==> src/design/hsi_mse_params.svh <==
`ifndef HSI_MSE_PARAMS_SVH
`define HSI_MSE_PARAMS_SVH

// Width relations are fixed. MUL holds a squared DATA+1 difference,
// ACC must cover the longest tiled run of squares

`define HM_DATA_WIDTH      16  // One band value, signed
`define HM_DATA_WIDTH_MUL  34  // Square of a 17-bit difference
`define HM_DATA_WIDTH_ACC  48  // Running sum of squared errors
`define HM_COUNT_WIDTH     32  // Total sample count, also divisor width

`endif

==> src/design/hsi_mse_ctrl_pkg.sv <==
`default_nettype none

package hsi_mse_ctrl_pkg;

  // Run control
  typedef enum logic [1:0] {
    CTRL_IDLE   = 2'd0,  // Waiting for start
    CTRL_RUN    = 2'd1,  // Accepting sample pairs
    CTRL_DRAIN  = 2'd2,  // Last sample inside the pipeline
    CTRL_DIVIDE = 2'd3   // Divider busy on the final sum
  } ctrl_state_e;

  // Sequential divider
  typedef enum logic {
    DIV_IDLE = 1'b0,  // Ready for a new division
    DIV_ITER = 1'b1   // Shifting out quotient bits
  } div_state_e;

endpackage

`default_nettype wire

==> src/design/hsi_mse_pkg.sv <==
`default_nettype none

`include "hsi_mse_params.svh"

package hsi_mse_pkg;

  // Band sample as delivered by the cube readers
  typedef logic signed [`HM_DATA_WIDTH-1:0] sample_t;

  // One extra bit so -32768 minus 32767 still fits
  typedef logic signed [`HM_DATA_WIDTH:0] diff_t;

  // Square is never negative
  typedef logic [`HM_DATA_WIDTH_MUL-1:0] sq_t;

  // Sum of squared errors, also reused for the MSE quotient
  typedef logic [`HM_DATA_WIDTH_ACC-1:0] acc_t;

  // Samples seen so far, including earlier tiles
  typedef logic [`HM_COUNT_WIDTH-1:0] count_t;

endpackage

`default_nettype wire

==> src/design/sq_acc_if.sv <==
`default_nettype none

// One registered sample pair plus its accumulator-load command
interface sq_acc_if;
  import hsi_mse_pkg::*;

  logic    valid;     // Pair present this cycle
  sample_t v1;        // Reference cube sample
  sample_t v2;        // Reconstructed cube sample
  logic    init_en;   // First pair of the run
  acc_t    init_acc;  // Partial sum to resume from

  modport ctrl (
    output valid,
    output v1,
    output v2,
    output init_en,
    output init_acc
  );

  modport acc (
    input valid,
    input v1,
    input v2,
    input init_en,
    input init_acc
  );

endinterface

`default_nettype wire

==> src/design/hsi_mse_top.sv <==
`default_nettype none

module hsi_mse_top (
  input  wire logic                 clk,
  input  wire logic                 rst_n,
  input  wire logic                 start,
  input  wire hsi_mse_pkg::acc_t    init_sum,
  input  wire hsi_mse_pkg::count_t  init_count,
  input  wire logic                 sample_valid,
  input  wire hsi_mse_pkg::sample_t sample_a,
  input  wire hsi_mse_pkg::sample_t sample_b,
  input  wire logic                 sample_last,
  output logic                      busy,
  output logic                      sum_valid,
  output hsi_mse_pkg::acc_t         sum_out,
  output logic                      mse_valid,
  output hsi_mse_pkg::acc_t         mse_out,
  output hsi_mse_pkg::acc_t         mse_rem,
  output logic                      div_by_zero
);
  import hsi_mse_pkg::*;

  logic   div_start;     // Launch pulse from control
  logic   div_done;      // Result pulse from the divider
  acc_t   div_dividend;  // Final sum of squared errors
  count_t div_divisor;   // Total samples over all tiles

  sq_acc_if acc_bus ();  // Registered pair toward the accumulator

  mse_ctrl u_ctrl (
    .clk          (clk),
    .rst_n        (rst_n),
    .start        (start),
    .init_sum     (init_sum),
    .init_count   (init_count),
    .sample_valid (sample_valid),
    .sample_a     (sample_a),
    .sample_b     (sample_b),
    .sample_last  (sample_last),
    .acc          (acc_bus.ctrl),
    .sum_valid    (sum_valid),
    .sum_in       (sum_out),
    .div_start    (div_start),
    .div_dividend (div_dividend),
    .div_divisor  (div_divisor),
    .div_done     (div_done),
    .busy         (busy)
  );

  sq_df_acc u_acc (
    .clk       (clk),
    .rst_n     (rst_n),
    .acc       (acc_bus.acc),
    .out_valid (sum_valid),      // Running sum also visible outside
    .out_sum   (sum_out)
  );

  mse_divider u_div (
    .clk         (clk),
    .rst_n       (rst_n),
    .start       (div_start),
    .dividend    (div_dividend),
    .divisor     (div_divisor),
    .done        (div_done),
    .quotient    (mse_out),
    .remainder   (mse_rem),
    .div_by_zero (div_by_zero)
  );

  assign mse_valid = div_done;   // Same cycle busy drops

endmodule

`default_nettype wire

==> src/design/mse_ctrl.sv <==
`default_nettype none

module mse_ctrl (
  input  wire logic                clk,
  input  wire logic                rst_n,
  input  wire logic                start,
  input  wire hsi_mse_pkg::acc_t   init_sum,
  input  wire hsi_mse_pkg::count_t init_count,
  input  wire logic                sample_valid,
  input  wire hsi_mse_pkg::sample_t sample_a,
  input  wire hsi_mse_pkg::sample_t sample_b,
  input  wire logic                sample_last,
  sq_acc_if.ctrl                   acc,
  input  wire logic                sum_valid,
  input  wire hsi_mse_pkg::acc_t   sum_in,
  output logic                     div_start,
  output hsi_mse_pkg::acc_t        div_dividend,
  output hsi_mse_pkg::count_t      div_divisor,
  input  wire logic                div_done,
  output logic                     busy
);
  import hsi_mse_pkg::*;
  import hsi_mse_ctrl_pkg::*;

  ctrl_state_e state;
  acc_t        init_sum_q;    // Resume sum for this run
  count_t      init_count_q;  // Resume count for this run
  count_t      sample_cnt;    // Pairs accepted in this run
  logic        first_pend;    // Next accepted pair opens the sum
  logic [3:0]  last_dly;      // Tracks the last pair through 4 register stages
  logic        idle_now;
  logic        launch;
  logic        accept;
  logic        last_sum;

  // Divider completion frees the engine in the same cycle
  assign idle_now = (state == CTRL_IDLE) || ((state == CTRL_DIVIDE) && div_done);
  assign busy     = !idle_now;
  assign launch   = idle_now && start;                  // Start outside idle is dropped
  assign accept   = (state == CTRL_RUN) && sample_valid;
  assign last_sum = sum_valid && last_dly[3];           // Final running sum on sum_in

  always_ff @(posedge clk or negedge rst_n) begin
    if (!rst_n) begin
      state      <= CTRL_IDLE;
      sample_cnt <= '0;
      first_pend <= 1'b0;
      last_dly   <= '0;
      acc.valid  <= 1'b0;
      div_start  <= 1'b0;
    end else begin
      acc.valid <= accept;                              // Interface register stage
      div_start <= 1'b0;                                // Single-cycle pulse
      last_dly  <= {last_dly[2:0], accept && sample_last};
      if (launch) begin
        state      <= CTRL_RUN;
        sample_cnt <= '0;
        first_pend <= 1'b1;
      end else begin
        case (state)
          CTRL_RUN: begin
            if (accept) begin
              sample_cnt <= sample_cnt + 1'b1;
              first_pend <= 1'b0;
              if (sample_last) begin
                state <= CTRL_DRAIN;                    // Wait for the tagged sum
              end
            end
          end
          CTRL_DRAIN: begin
            if (last_sum) begin
              state     <= CTRL_DIVIDE;
              div_start <= 1'b1;
            end
          end
          CTRL_DIVIDE: begin
            if (div_done) begin
              state <= CTRL_IDLE;
            end
          end
          default: begin
            state <= CTRL_IDLE;                         // Idle holds until launch
          end
        endcase
      end
    end
  end

  // Data registers, qualified by the control strobes above
  always_ff @(posedge clk) begin
    if (launch) begin
      init_sum_q   <= init_sum;
      init_count_q <= init_count;
    end
    if (accept) begin
      acc.v1       <= sample_a;
      acc.v2       <= sample_b;
      acc.init_en  <= first_pend;                       // Only on the opening pair
      acc.init_acc <= init_sum_q;
    end
    if (last_sum) begin
      div_dividend <= sum_in;
      div_divisor  <= init_count_q + sample_cnt;        // Earlier tiles plus this one
    end
  end

  // Sample streaming only while a run is active
  a_no_sample_when_idle: assert property (
    @(posedge clk) disable iff (!rst_n) !busy |-> !sample_valid
  );

endmodule

`default_nettype wire

==> src/design/mse_divider.sv <==
`default_nettype none

`include "hsi_mse_params.svh"

module mse_divider (
  input  wire logic                clk,
  input  wire logic                rst_n,
  input  wire logic                start,
  input  wire hsi_mse_pkg::acc_t   dividend,
  input  wire hsi_mse_pkg::count_t divisor,
  output logic                     done,
  output hsi_mse_pkg::acc_t        quotient,
  output hsi_mse_pkg::acc_t        remainder,
  output logic                     div_by_zero
);
  import hsi_mse_pkg::*;
  import hsi_mse_ctrl_pkg::*;

  localparam int ITER_W = $clog2(`HM_DATA_WIDTH_ACC);
  localparam logic [ITER_W-1:0] LAST_ITER = ITER_W'(`HM_DATA_WIDTH_ACC - 1);

  div_state_e              state;
  logic [ITER_W-1:0]       iter_cnt;  // Quotient bits already produced
  count_t                  dvs_q;     // Divisor held for the whole run
  count_t                  rem_q;     // Partial remainder
  acc_t                    quo_q;     // Dividend shifting out, quotient shifting in
  count_t                  rem_cur;
  acc_t                    quo_cur;
  count_t                  dvs_cur;
  logic [`HM_COUNT_WIDTH:0] shifted;  // Remainder with next dividend bit appended
  logic [`HM_COUNT_WIDTH:0] trial;
  count_t                  rem_nxt;
  acc_t                    quo_nxt;
  logic                    load;
  logic                    zero_div;
  logic                    finish;

  assign load     = start && (state == DIV_IDLE);
  assign zero_div = (divisor == '0);
  assign finish   = (state == DIV_ITER) && (iter_cnt == LAST_ITER);

  // One restoring step, the first one fed straight from the inputs
  always_comb begin
    rem_cur = (state == DIV_IDLE) ? '0 : rem_q;
    quo_cur = (state == DIV_IDLE) ? dividend : quo_q;
    dvs_cur = (state == DIV_IDLE) ? divisor : dvs_q;
    shifted = {rem_cur, quo_cur[`HM_DATA_WIDTH_ACC-1]};
    trial   = shifted - {1'b0, dvs_cur};
    if (!trial[`HM_COUNT_WIDTH]) begin                   // No borrow, subtract fits
      rem_nxt = trial[`HM_COUNT_WIDTH-1:0];
      quo_nxt = {quo_cur[`HM_DATA_WIDTH_ACC-2:0], 1'b1};
    end else begin                                       // Restore
      rem_nxt = shifted[`HM_COUNT_WIDTH-1:0];
      quo_nxt = {quo_cur[`HM_DATA_WIDTH_ACC-2:0], 1'b0};
    end
  end

  always_ff @(posedge clk or negedge rst_n) begin
    if (!rst_n) begin
      state       <= DIV_IDLE;
      iter_cnt    <= '0;
      done        <= 1'b0;
      div_by_zero <= 1'b0;
    end else begin
      done <= 1'b0;
      case (state)
        DIV_IDLE: begin
          if (load) begin
            div_by_zero <= zero_div;
            if (zero_div) begin
              done <= 1'b1;                              // Shortcut, answer next cycle
            end else begin
              state    <= DIV_ITER;
              iter_cnt <= ITER_W'(1);                    // First bit done on load
            end
          end
        end
        default: begin
          if (finish) begin
            state <= DIV_IDLE;
            done  <= 1'b1;
          end else begin
            iter_cnt <= iter_cnt + 1'b1;
          end
        end
      endcase
    end
  end

  always_ff @(posedge clk) begin
    if (load || (state == DIV_ITER)) begin
      rem_q <= rem_nxt;
      quo_q <= quo_nxt;
    end
    if (load) begin
      dvs_q <= divisor;
    end
    if (load && zero_div) begin
      quotient  <= '1;                                   // Saturated result
      remainder <= dividend;
    end else if (finish) begin
      quotient  <= quo_nxt;
      remainder <= acc_t'(rem_nxt);
    end
  end

  // Controller must wait for done before the next division
  a_no_restart: assert property (
    @(posedge clk) disable iff (!rst_n) start |-> state == DIV_IDLE
  );

endmodule

`default_nettype wire

==> src/design/sq_df_acc.sv <==
`default_nettype none

module sq_df_acc (
  input  wire logic         clk,
  input  wire logic         rst_n,
  sq_acc_if.acc             acc,
  output logic              out_valid,
  output hsi_mse_pkg::acc_t out_sum
);
  import hsi_mse_pkg::*;

  logic  en_1;    // Stage 1 holds a difference
  logic  en_2;    // Stage 2 holds a square
  logic  init_1;  // Opening pair in stage 1
  logic  init_2;  // Opening pair in stage 2
  acc_t  acc_1;   // Resume value riding along stage 1
  acc_t  acc_2;   // Resume value riding along stage 2
  diff_t diff;
  sq_t   mult;

  // Valid and load flags walk the pipe with their data
  always_ff @(posedge clk or negedge rst_n) begin
    if (!rst_n) begin
      en_1      <= 1'b0;
      en_2      <= 1'b0;
      init_1    <= 1'b0;
      init_2    <= 1'b0;
      out_valid <= 1'b0;
    end else begin
      en_1      <= acc.valid;
      init_1    <= acc.valid && acc.init_en;  // Load command only counts with valid
      en_2      <= en_1;
      init_2    <= en_1 && init_1;
      out_valid <= en_2;
    end
  end

  always_ff @(posedge clk) begin
    // Stage 1
    if (acc.valid) begin
      diff  <= acc.v1 - acc.v2;               // 17-bit, no wrap
      acc_1 <= acc.init_acc;
    end
    // Stage 2
    if (en_1) begin
      mult  <= diff * diff;                   // Max 2^32, fits 34 bits
      acc_2 <= acc_1;
    end
    // Stage 3
    if (en_2) begin
      if (init_2) begin
        out_sum <= acc_2 + mult;              // Start from the resume value
      end else begin
        out_sum <= out_sum + mult;            // Keep accumulating
      end
    end
  end

  // Fixed three-cycle latency through the pipe
  a_out_latency: assert property (
    @(posedge clk) disable iff (!rst_n) out_valid == $past(acc.valid, 3)
  );

endmodule

`default_nettype wire

==> config.mk <==
export PLATFORM = sky130hd
export DESIGN_NAME = hsi_mse_top
export DESIGN_NICKNAME = d
export VERILOG_FILES = /design/src/design/hsi_mse_ctrl_pkg.sv /design/src/design/hsi_mse_pkg.sv /design/src/design/sq_acc_if.sv /design/src/design/hsi_mse_top.sv /design/src/design/mse_ctrl.sv /design/src/design/mse_divider.sv /design/src/design/sq_df_acc.sv
export VERILOG_INCLUDE_DIRS = /design/src /design/src/design
export SDC_FILE = /design/constraint.sdc
export NUM_CORES = 2
export LEC_CHECK = 0
export BUFFER_PORTS_ARGS = -buffer_cell sky130_fd_sc_hd__buf_2
export CAP_MARGIN = 20
export CORE_MARGIN = 2
export CORE_UTILIZATION = 55
export CTS_CLUSTER_DIAMETER = 40
export CTS_CLUSTER_SIZE = 8
export DETAILED_ROUTE_END_ITERATION = 7
export GPL_TIMING_DRIVEN = 0
export PLACE_DENSITY = 0.73
export SLEW_MARGIN = 0
export SYNTH_ARGS = -nofsm -noshare
export SYNTH_HDL_FRONTEND = slang
export SYNTH_HIERARCHICAL = 1
export SYNTH_SLANG_ARGS = --single-unit
==> constraint.sdc <==
create_clock -name clk -period 8.7 [get_ports clk]
set_clock_uncertainty 0.1 [all_clocks]
set_input_delay 0.87 -clock clk [delete_from_list [all_inputs] [get_ports clk]]
set_output_delay 0.87 -clock clk [all_outputs]
set_load 0.03 [all_outputs]
# --- Word level (Yosys, flattened, before mapping) ---
# Index checks and enable logic that the tools add are counted.
op_classes:
  n_addsub: 7
  n_mul: 1
  n_eq_ne: 10
  n_mux: 35
  bitwise_logic: 1
  n_reduce_logical: 23
ops:
  columns: ["cell", "count"]
  rows:
  - ["two-way mux 32 bit", 6]
  - ["two-way mux 48 bit", 4]
  - ["adder 48 x 34 -> 48 bit", 2]
  - ["multiplier 17 x 17 -> 34 bit", 1]
  - ["subtractor 33 x 32 -> 33 bit", 1]
  - ["adder 32 x 1 -> 32 bit, second input constant", 1]
  - ["adder 32 bit", 1]
  - ["logical NOT 32 bit", 1]
  - ["two-way mux 6 bit", 4]
  - ["subtractor 16 x 16 -> 17 bit", 1]
  - ["two-way mux 1 bit", 15]
  - ["logical AND 1 bit", 10]
  - ["two-way mux 2 bit", 5]
  - ["inequality test 3 x 1 -> 1 bit, second input constant", 3]
  - ["nonzero test 2 bit", 4]
  - ["adder 6 x 1 -> 6 bit, second input constant", 1]
  - ["== test 6 bit, second input constant", 1]
  - ["case mux 2 bit (3 select lines)", 1]
  - ["== test 2 bit, second input constant", 2]
  - ["AND reduction 2 bit", 2]
  - ["AND reduction 4 bit", 1]
  - ["inequality test 3 x 2 -> 1 bit, second input constant", 1]
  - ["AND reduction 3 bit", 1]
  - ["== test 2 x 1 -> 1 bit, second input constant", 1]
  - ["6 further kinds", 7]
totals:
  ff_bits: 699
  in_bits: 117
  elab_cells: 110

# --- Longest topological paths before layout ---
depth:
  depth_word: 6
  mapped_depth: 26
  depth_no_buf: 25

# --- By module ---
# The synthesis kept the hierarchy.
by_module_without_submodules:
  columns: ["mod", "instances", "cells_per_inst", "area_each_um2"]
  rows:
  - ["sq_df_acc", 1, 1682, 19007.0]
  - ["mse_ctrl", 1, 656, 10709.0]
  - ["mse_divider", 1, 932, 10670.2]

# --- Worst setup path before layout ---
# Ideal clock, no wire load.
synth_timing:
  kind: "register -> register"
  start: "register u_acc.diff[4]"
  end: "register u_acc.mult[32] (data pin)"
  setup_time_ns: 0.262
  arrival_ns: 6.132
  setup_slack_ns: 2.206
  path_stages_with_launch: 26
  path_cell_list: "edfxtp_1 clkbuf_1 clkbuf_1 nand2_1 inv_1 fa_1 inv_1 fa_1 fa_1 inv_1 fa_1 fa_1 inv_1 fa_1 inv_1 ha_1 a21o_1 a21oi_1 nor2b_1 a311o_1 a211oi_1 nor2_1 a21o_1 a211oi_2 a21oi_1 xor2_1"
synth_via:
  elab_chain_len: 1
synth_lines:
  columns: ["element", "line", "rtl"]
  rows:
  - ["start: declaration", "sq_df_acc.sv:18", "diff_t diff;"]
  - ["start signal: assignment", "sq_df_acc.sv:41", "diff <= acc.v1 - acc.v2;"]
  - ["multiplier 17 x 17 -> 34 bit", "sq_df_acc.sv:46", "mult <= diff * diff;"]
  - ["end signal: assignment", "sq_df_acc.sv:46", null]
  - ["end: declaration", "sq_df_acc.sv:19", "sq_t mult;"]
# Every way passes these cells.
# A chain may end at the register's enable or synchronous reset.

# --- Final worst setup path ---
layout_timing:
  start: "register u_acc.diff[2]"
  end: "register u_acc.mult[33] (data pin)"
# The elaborated chain is that of the path after synthesis.

==> run_results.csv <==
group,metric,value,unit
critical_path,arrival_time_of_the_worst_setup_path,8.04,ns
clock_network,insertion_delay,0.69,ns
logic_synthesis,synth-warning-count,6,
route,detailedRoute.firstPassIterationCount,5,
logic_synthesis,netlist_area_pre_place,0.0404,sq mm
timing,setup_violations,0,
route,drt-vias-per-instance,5.55,
die,core.rowCount,99,
critical_path,critPathMaxFanout,10,
die,die-height,275,microns
clock_network,cts_buf_count,111,
route,via_count,26114,
critical_path,max_stage_delay,0.52,ns
logic_synthesis,synth_cells,3270,
route,postRouteWirelength,96600,microns
global_routing,grt_antenna_before_repair,1,
clock_network,postCtsSetupRepairBufs,0,
clock_network,cts-hold-fix-buffers,0,
logic_synthesis,synthesis.area_per_instance,12.4,sq um
placement,finalWeightedCongestion,0.926,
placement,port-buffer-count,264,
route,drt_iter0_drc,1969,
logic_synthesis,postSynth.asyncResetShare,7.88,%
global_routing,number_of_global_route_vias_before_repair,26069,
outcome,outcome,"completed",
critical_path,worst_setup_path_start_kind,"flip-flop",
timing,report.final.slew_viol_count,0,
timing,setup_repair_after_global_routing_missed_its_margin,"no",
critical_path,timing.critical_path.required,9.01,ns
placement,place_hpwl,74100,microns
route,drc,0,
critical_path,cp_common_cell,"sky130_fd_sc_hd__fa_1",
die,die_width,275,microns
timing,setup-tns-final,0,ns
clock_network,maximum_number_of_buffers_from_clock_root_to_sink,3,
critical_path,criticalPathCategory,"flip-flop to flip-flop",
die,placeableCoreArea,0.0728,sq mm
clock_network,h-tree-depth,3,
critical_path,timing.critical_path.to_type,"flip-flop",
global_routing,grtUsageTotal,25.8,%
logic_synthesis,seq_area_frac_synth,50.0,%
critical_path,crit_buf_inv,7,
global_routing,global_route_wire_length_before_repair,148000,microns
clock_network,cts.clk_slew.worst_paths,0.05,ns
clock_network,numClockSinks,698,
clock_network,cts.root.buffer_cell,"sky130_fd_sc_hd__clkbuf_16",
critical_path,slowest_cell_on_the_critical_path,"sky130_fd_sc_hd__fa_1",
timing,min_period,7.73,ns
critical_path,critical_path.top_delay_family,"adder cells",
die,ios,265,
finish,area.growth.synth_to_final,15.5,%
logic_synthesis,synth-edff-count,595,
finish,layout-drive-gt1-share,15.8,%
finish,final_nets,4256,
die,total_die_area,0.0756,sq mm
route,antenna_violating_nets_left,0,
global_routing,aggregate_global_routing_overflow,0,
clock_network,tritoncts,"built",
timing,timing.slew.headroom,29.4,%
logic_synthesis,synth.distinct_cells,84,
timing,max_freq,129,MHz
logic_synthesis,mappedNetlistNets,3869,
logic_synthesis,synth-main-ff-cell,"sky130_fd_sc_hd__edfxtp_1",
timing,tightestPinTransition,1.06,ns
timing,final_min_period_over_clock_period,88.8,%
die,starting_density,55.4,%
run,maxCapViolations,0,
logic_synthesis,ys_ff_latch,698,
global_routing,grt_start_max_net_pins,73,
timing,hold_viol_final,0,
clock_network,post_cts_resize_count,0,
route,routed_wire_length_per_instance,20.5,microns
worst_hold_path,worst_hold_path_type,"primary input to asynchronous set/reset pin",
[area by class of cell]
cell class	count	area, sq um
clock buffers	166	3070
flip-flops and latches	698	20200
diodes	1	2.50
multi-input cells	2102	18400
inverters	372	1400
plain buffers	98	405
well taps	959	1200
repair buffers	274	1570
clock inverters	31	370
fillers	5612	26200
[worst reg2reg max path: stages, from the launching register on]
cell                       delay, ns
sky130_fd_sc_hd__edfxtp_1       0.38
sky130_fd_sc_hd__clkbuf_1       0.43
sky130_fd_sc_hd__clkbuf_1       0.44
sky130_fd_sc_hd__nand2_1        0.19
sky130_fd_sc_hd__inv_1          0.12
sky130_fd_sc_hd__fa_1           0.41
sky130_fd_sc_hd__inv_1          0.09
sky130_fd_sc_hd__fa_1           0.41
sky130_fd_sc_hd__fa_1           0.52
sky130_fd_sc_hd__inv_1          0.05
sky130_fd_sc_hd__fa_1           0.49
sky130_fd_sc_hd__fa_1           0.50
sky130_fd_sc_hd__inv_1          0.06
sky130_fd_sc_hd__fa_1           0.49
sky130_fd_sc_hd__inv_1          0.05
sky130_fd_sc_hd__ha_1           0.33
sky130_fd_sc_hd__and3_1         0.20
sky130_fd_sc_hd__and3_1         0.18
sky130_fd_sc_hd__a32oi_1        0.48
sky130_fd_sc_hd__o31ai_1        0.31
sky130_fd_sc_hd__a31oi_1        0.42
sky130_fd_sc_hd__o21ai_1        0.18
sky130_fd_sc_hd__o31ai_1        0.28
sky130_fd_sc_hd__nand2b_1       0.10
sky130_fd_sc_hd__a21oi_1        0.18
sky130_fd_sc_hd__xnor2_1        0.09
[cells in the final DEF (no fill, tap or decap), types with 113 or more instances in the layout]
| cell type | instances |
|---|---|
| sky130_fd_sc_hd__edfxtp_1 | 595 |
| sky130_fd_sc_hd__nand2_1 | 217 |
| sky130_fd_sc_hd__clkbuf_1 | 122 |
| sky130_fd_sc_hd__inv_1 | 369 |
| sky130_fd_sc_hd__buf_2 | 273 |
| sky130_fd_sc_hd__nor2_1 | 208 |
| sky130_fd_sc_hd__fa_1 | 269 |
| sky130_fd_sc_hd__mux2_2 | 113 |
| sky130_fd_sc_hd__ha_1 | 213 |
| sky130_fd_sc_hd__a21oi_1 | 172 |
[registers in the layout, summed over array words and instances (netlist names), 17 cells and up]
register and cells:
u_acc/acc_1 48, u_acc/acc_2 48, u_acc/out_sum 48, u_ctrl/acc.init_acc 48, u_ctrl/div_dividend 48, u_ctrl/init_sum_q 48
u_div/quo_q 48, u_div/quotient 48, u_div/remainder 48, u_acc/mult 33, u_ctrl/div_divisor 32, u_ctrl/init_count_q 32
u_ctrl/sample_cnt 32, u_div/dvs_q 32, u_div/rem_q 32, u_acc/diff 17
[synth_stat cells, types with 55 or more instances]
cell type	n	area, sq um
sky130_fd_sc_hd__nor2_1	208	781
sky130_fd_sc_hd__mux2_2	113	1270
sky130_fd_sc_hd__dfrtp_1	55	1380
sky130_fd_sc_hd__and2_1	109	682
sky130_fd_sc_hd__clkbuf_1	77	289
sky130_fd_sc_hd__fa_1	269	5390
sky130_fd_sc_hd__xnor2_1	111	972
sky130_fd_sc_hd__xor2_1	81	709
sky130_fd_sc_hd__nand3_1	58	290
sky130_fd_sc_hd__ha_1	213	2670
sky130_fd_sc_hd__a21o_1	61	458
sky130_fd_sc_hd__edfxtp_1	595	17900
sky130_fd_sc_hd__inv_1	371	1390
sky130_fd_sc_hd__a21oi_1	172	861
sky130_fd_sc_hd__o21ai_0	83	415
sky130_fd_sc_hd__nand2_1	217	815
[worst paths after layout]
path                               startpoint                     to  slack [ns]  depth (start not counted)
max                             u_acc/diff[2]         u_acc/mult[33]        0.97                         25
min                                     rst_n   u_ctrl/sample_cnt[5]        0.10                          1
max reg2reg                     u_acc/diff[2]         u_acc/mult[33]        0.97                         25
min reg2reg                u_ctrl/last_dly[1]     u_ctrl/last_dly[2]        0.25                          0
max in group asynchronous               rst_n  u_ctrl/sample_cnt[30]        7.77                          2
min in group clk           u_ctrl/last_dly[1]     u_ctrl/last_dly[2]        0.25                          0
[through the flow]
step / util, % / setup WS (ns) / instance area [sq um] / hold WS (ns) / cells
2_1_floorplan: - / 2.21 / 40400 / 0.231 / 3270
3_5_place_dp: 59.3 / 1.01 / 43200 / 0.238 / 4503
3_3_place_gp: 58.9 / 1.07 / 42900 / 0.234 / 4493
6_report: 64.0 / 0.970 / 46600 / 0.105 / 4701
5_1_grt: 64.0 / 0.582 / 46600 / 0.116 / 4700
4_1_cts: 64.0 / 1.03 / 46600 / 0.0931 / 4700
[kinds of logic (layout without fill, tap and decap cells)]
group	count (synthesis)	after routing	share of synthesized area, %
XOR/XNOR	192	192	4.16
adder cells (fa/ha/maj)	482	482	19.9
multiplexers	161	161	4.35
buffers and inverters	470	941	4.45
AND/OR/NAND/NOR	767	767	9.16
other	0	1	0
flip-flops	698	698	50.0
AO/OA/AOI/OAI	500	500	7.91
[layer usage]
metal	vias up	part of all wire (%)	global-route usage, %
met5	-	0	0
met4	0	3.1	8.29
met3	187	6.5	4.98
met2	825	48	41.9
met1	12946	43	35.2
li1	12156	-	-
Power is not shown: default switching activity piles up to over one toggle a cycle in this logic, so the estimate is an artifact.
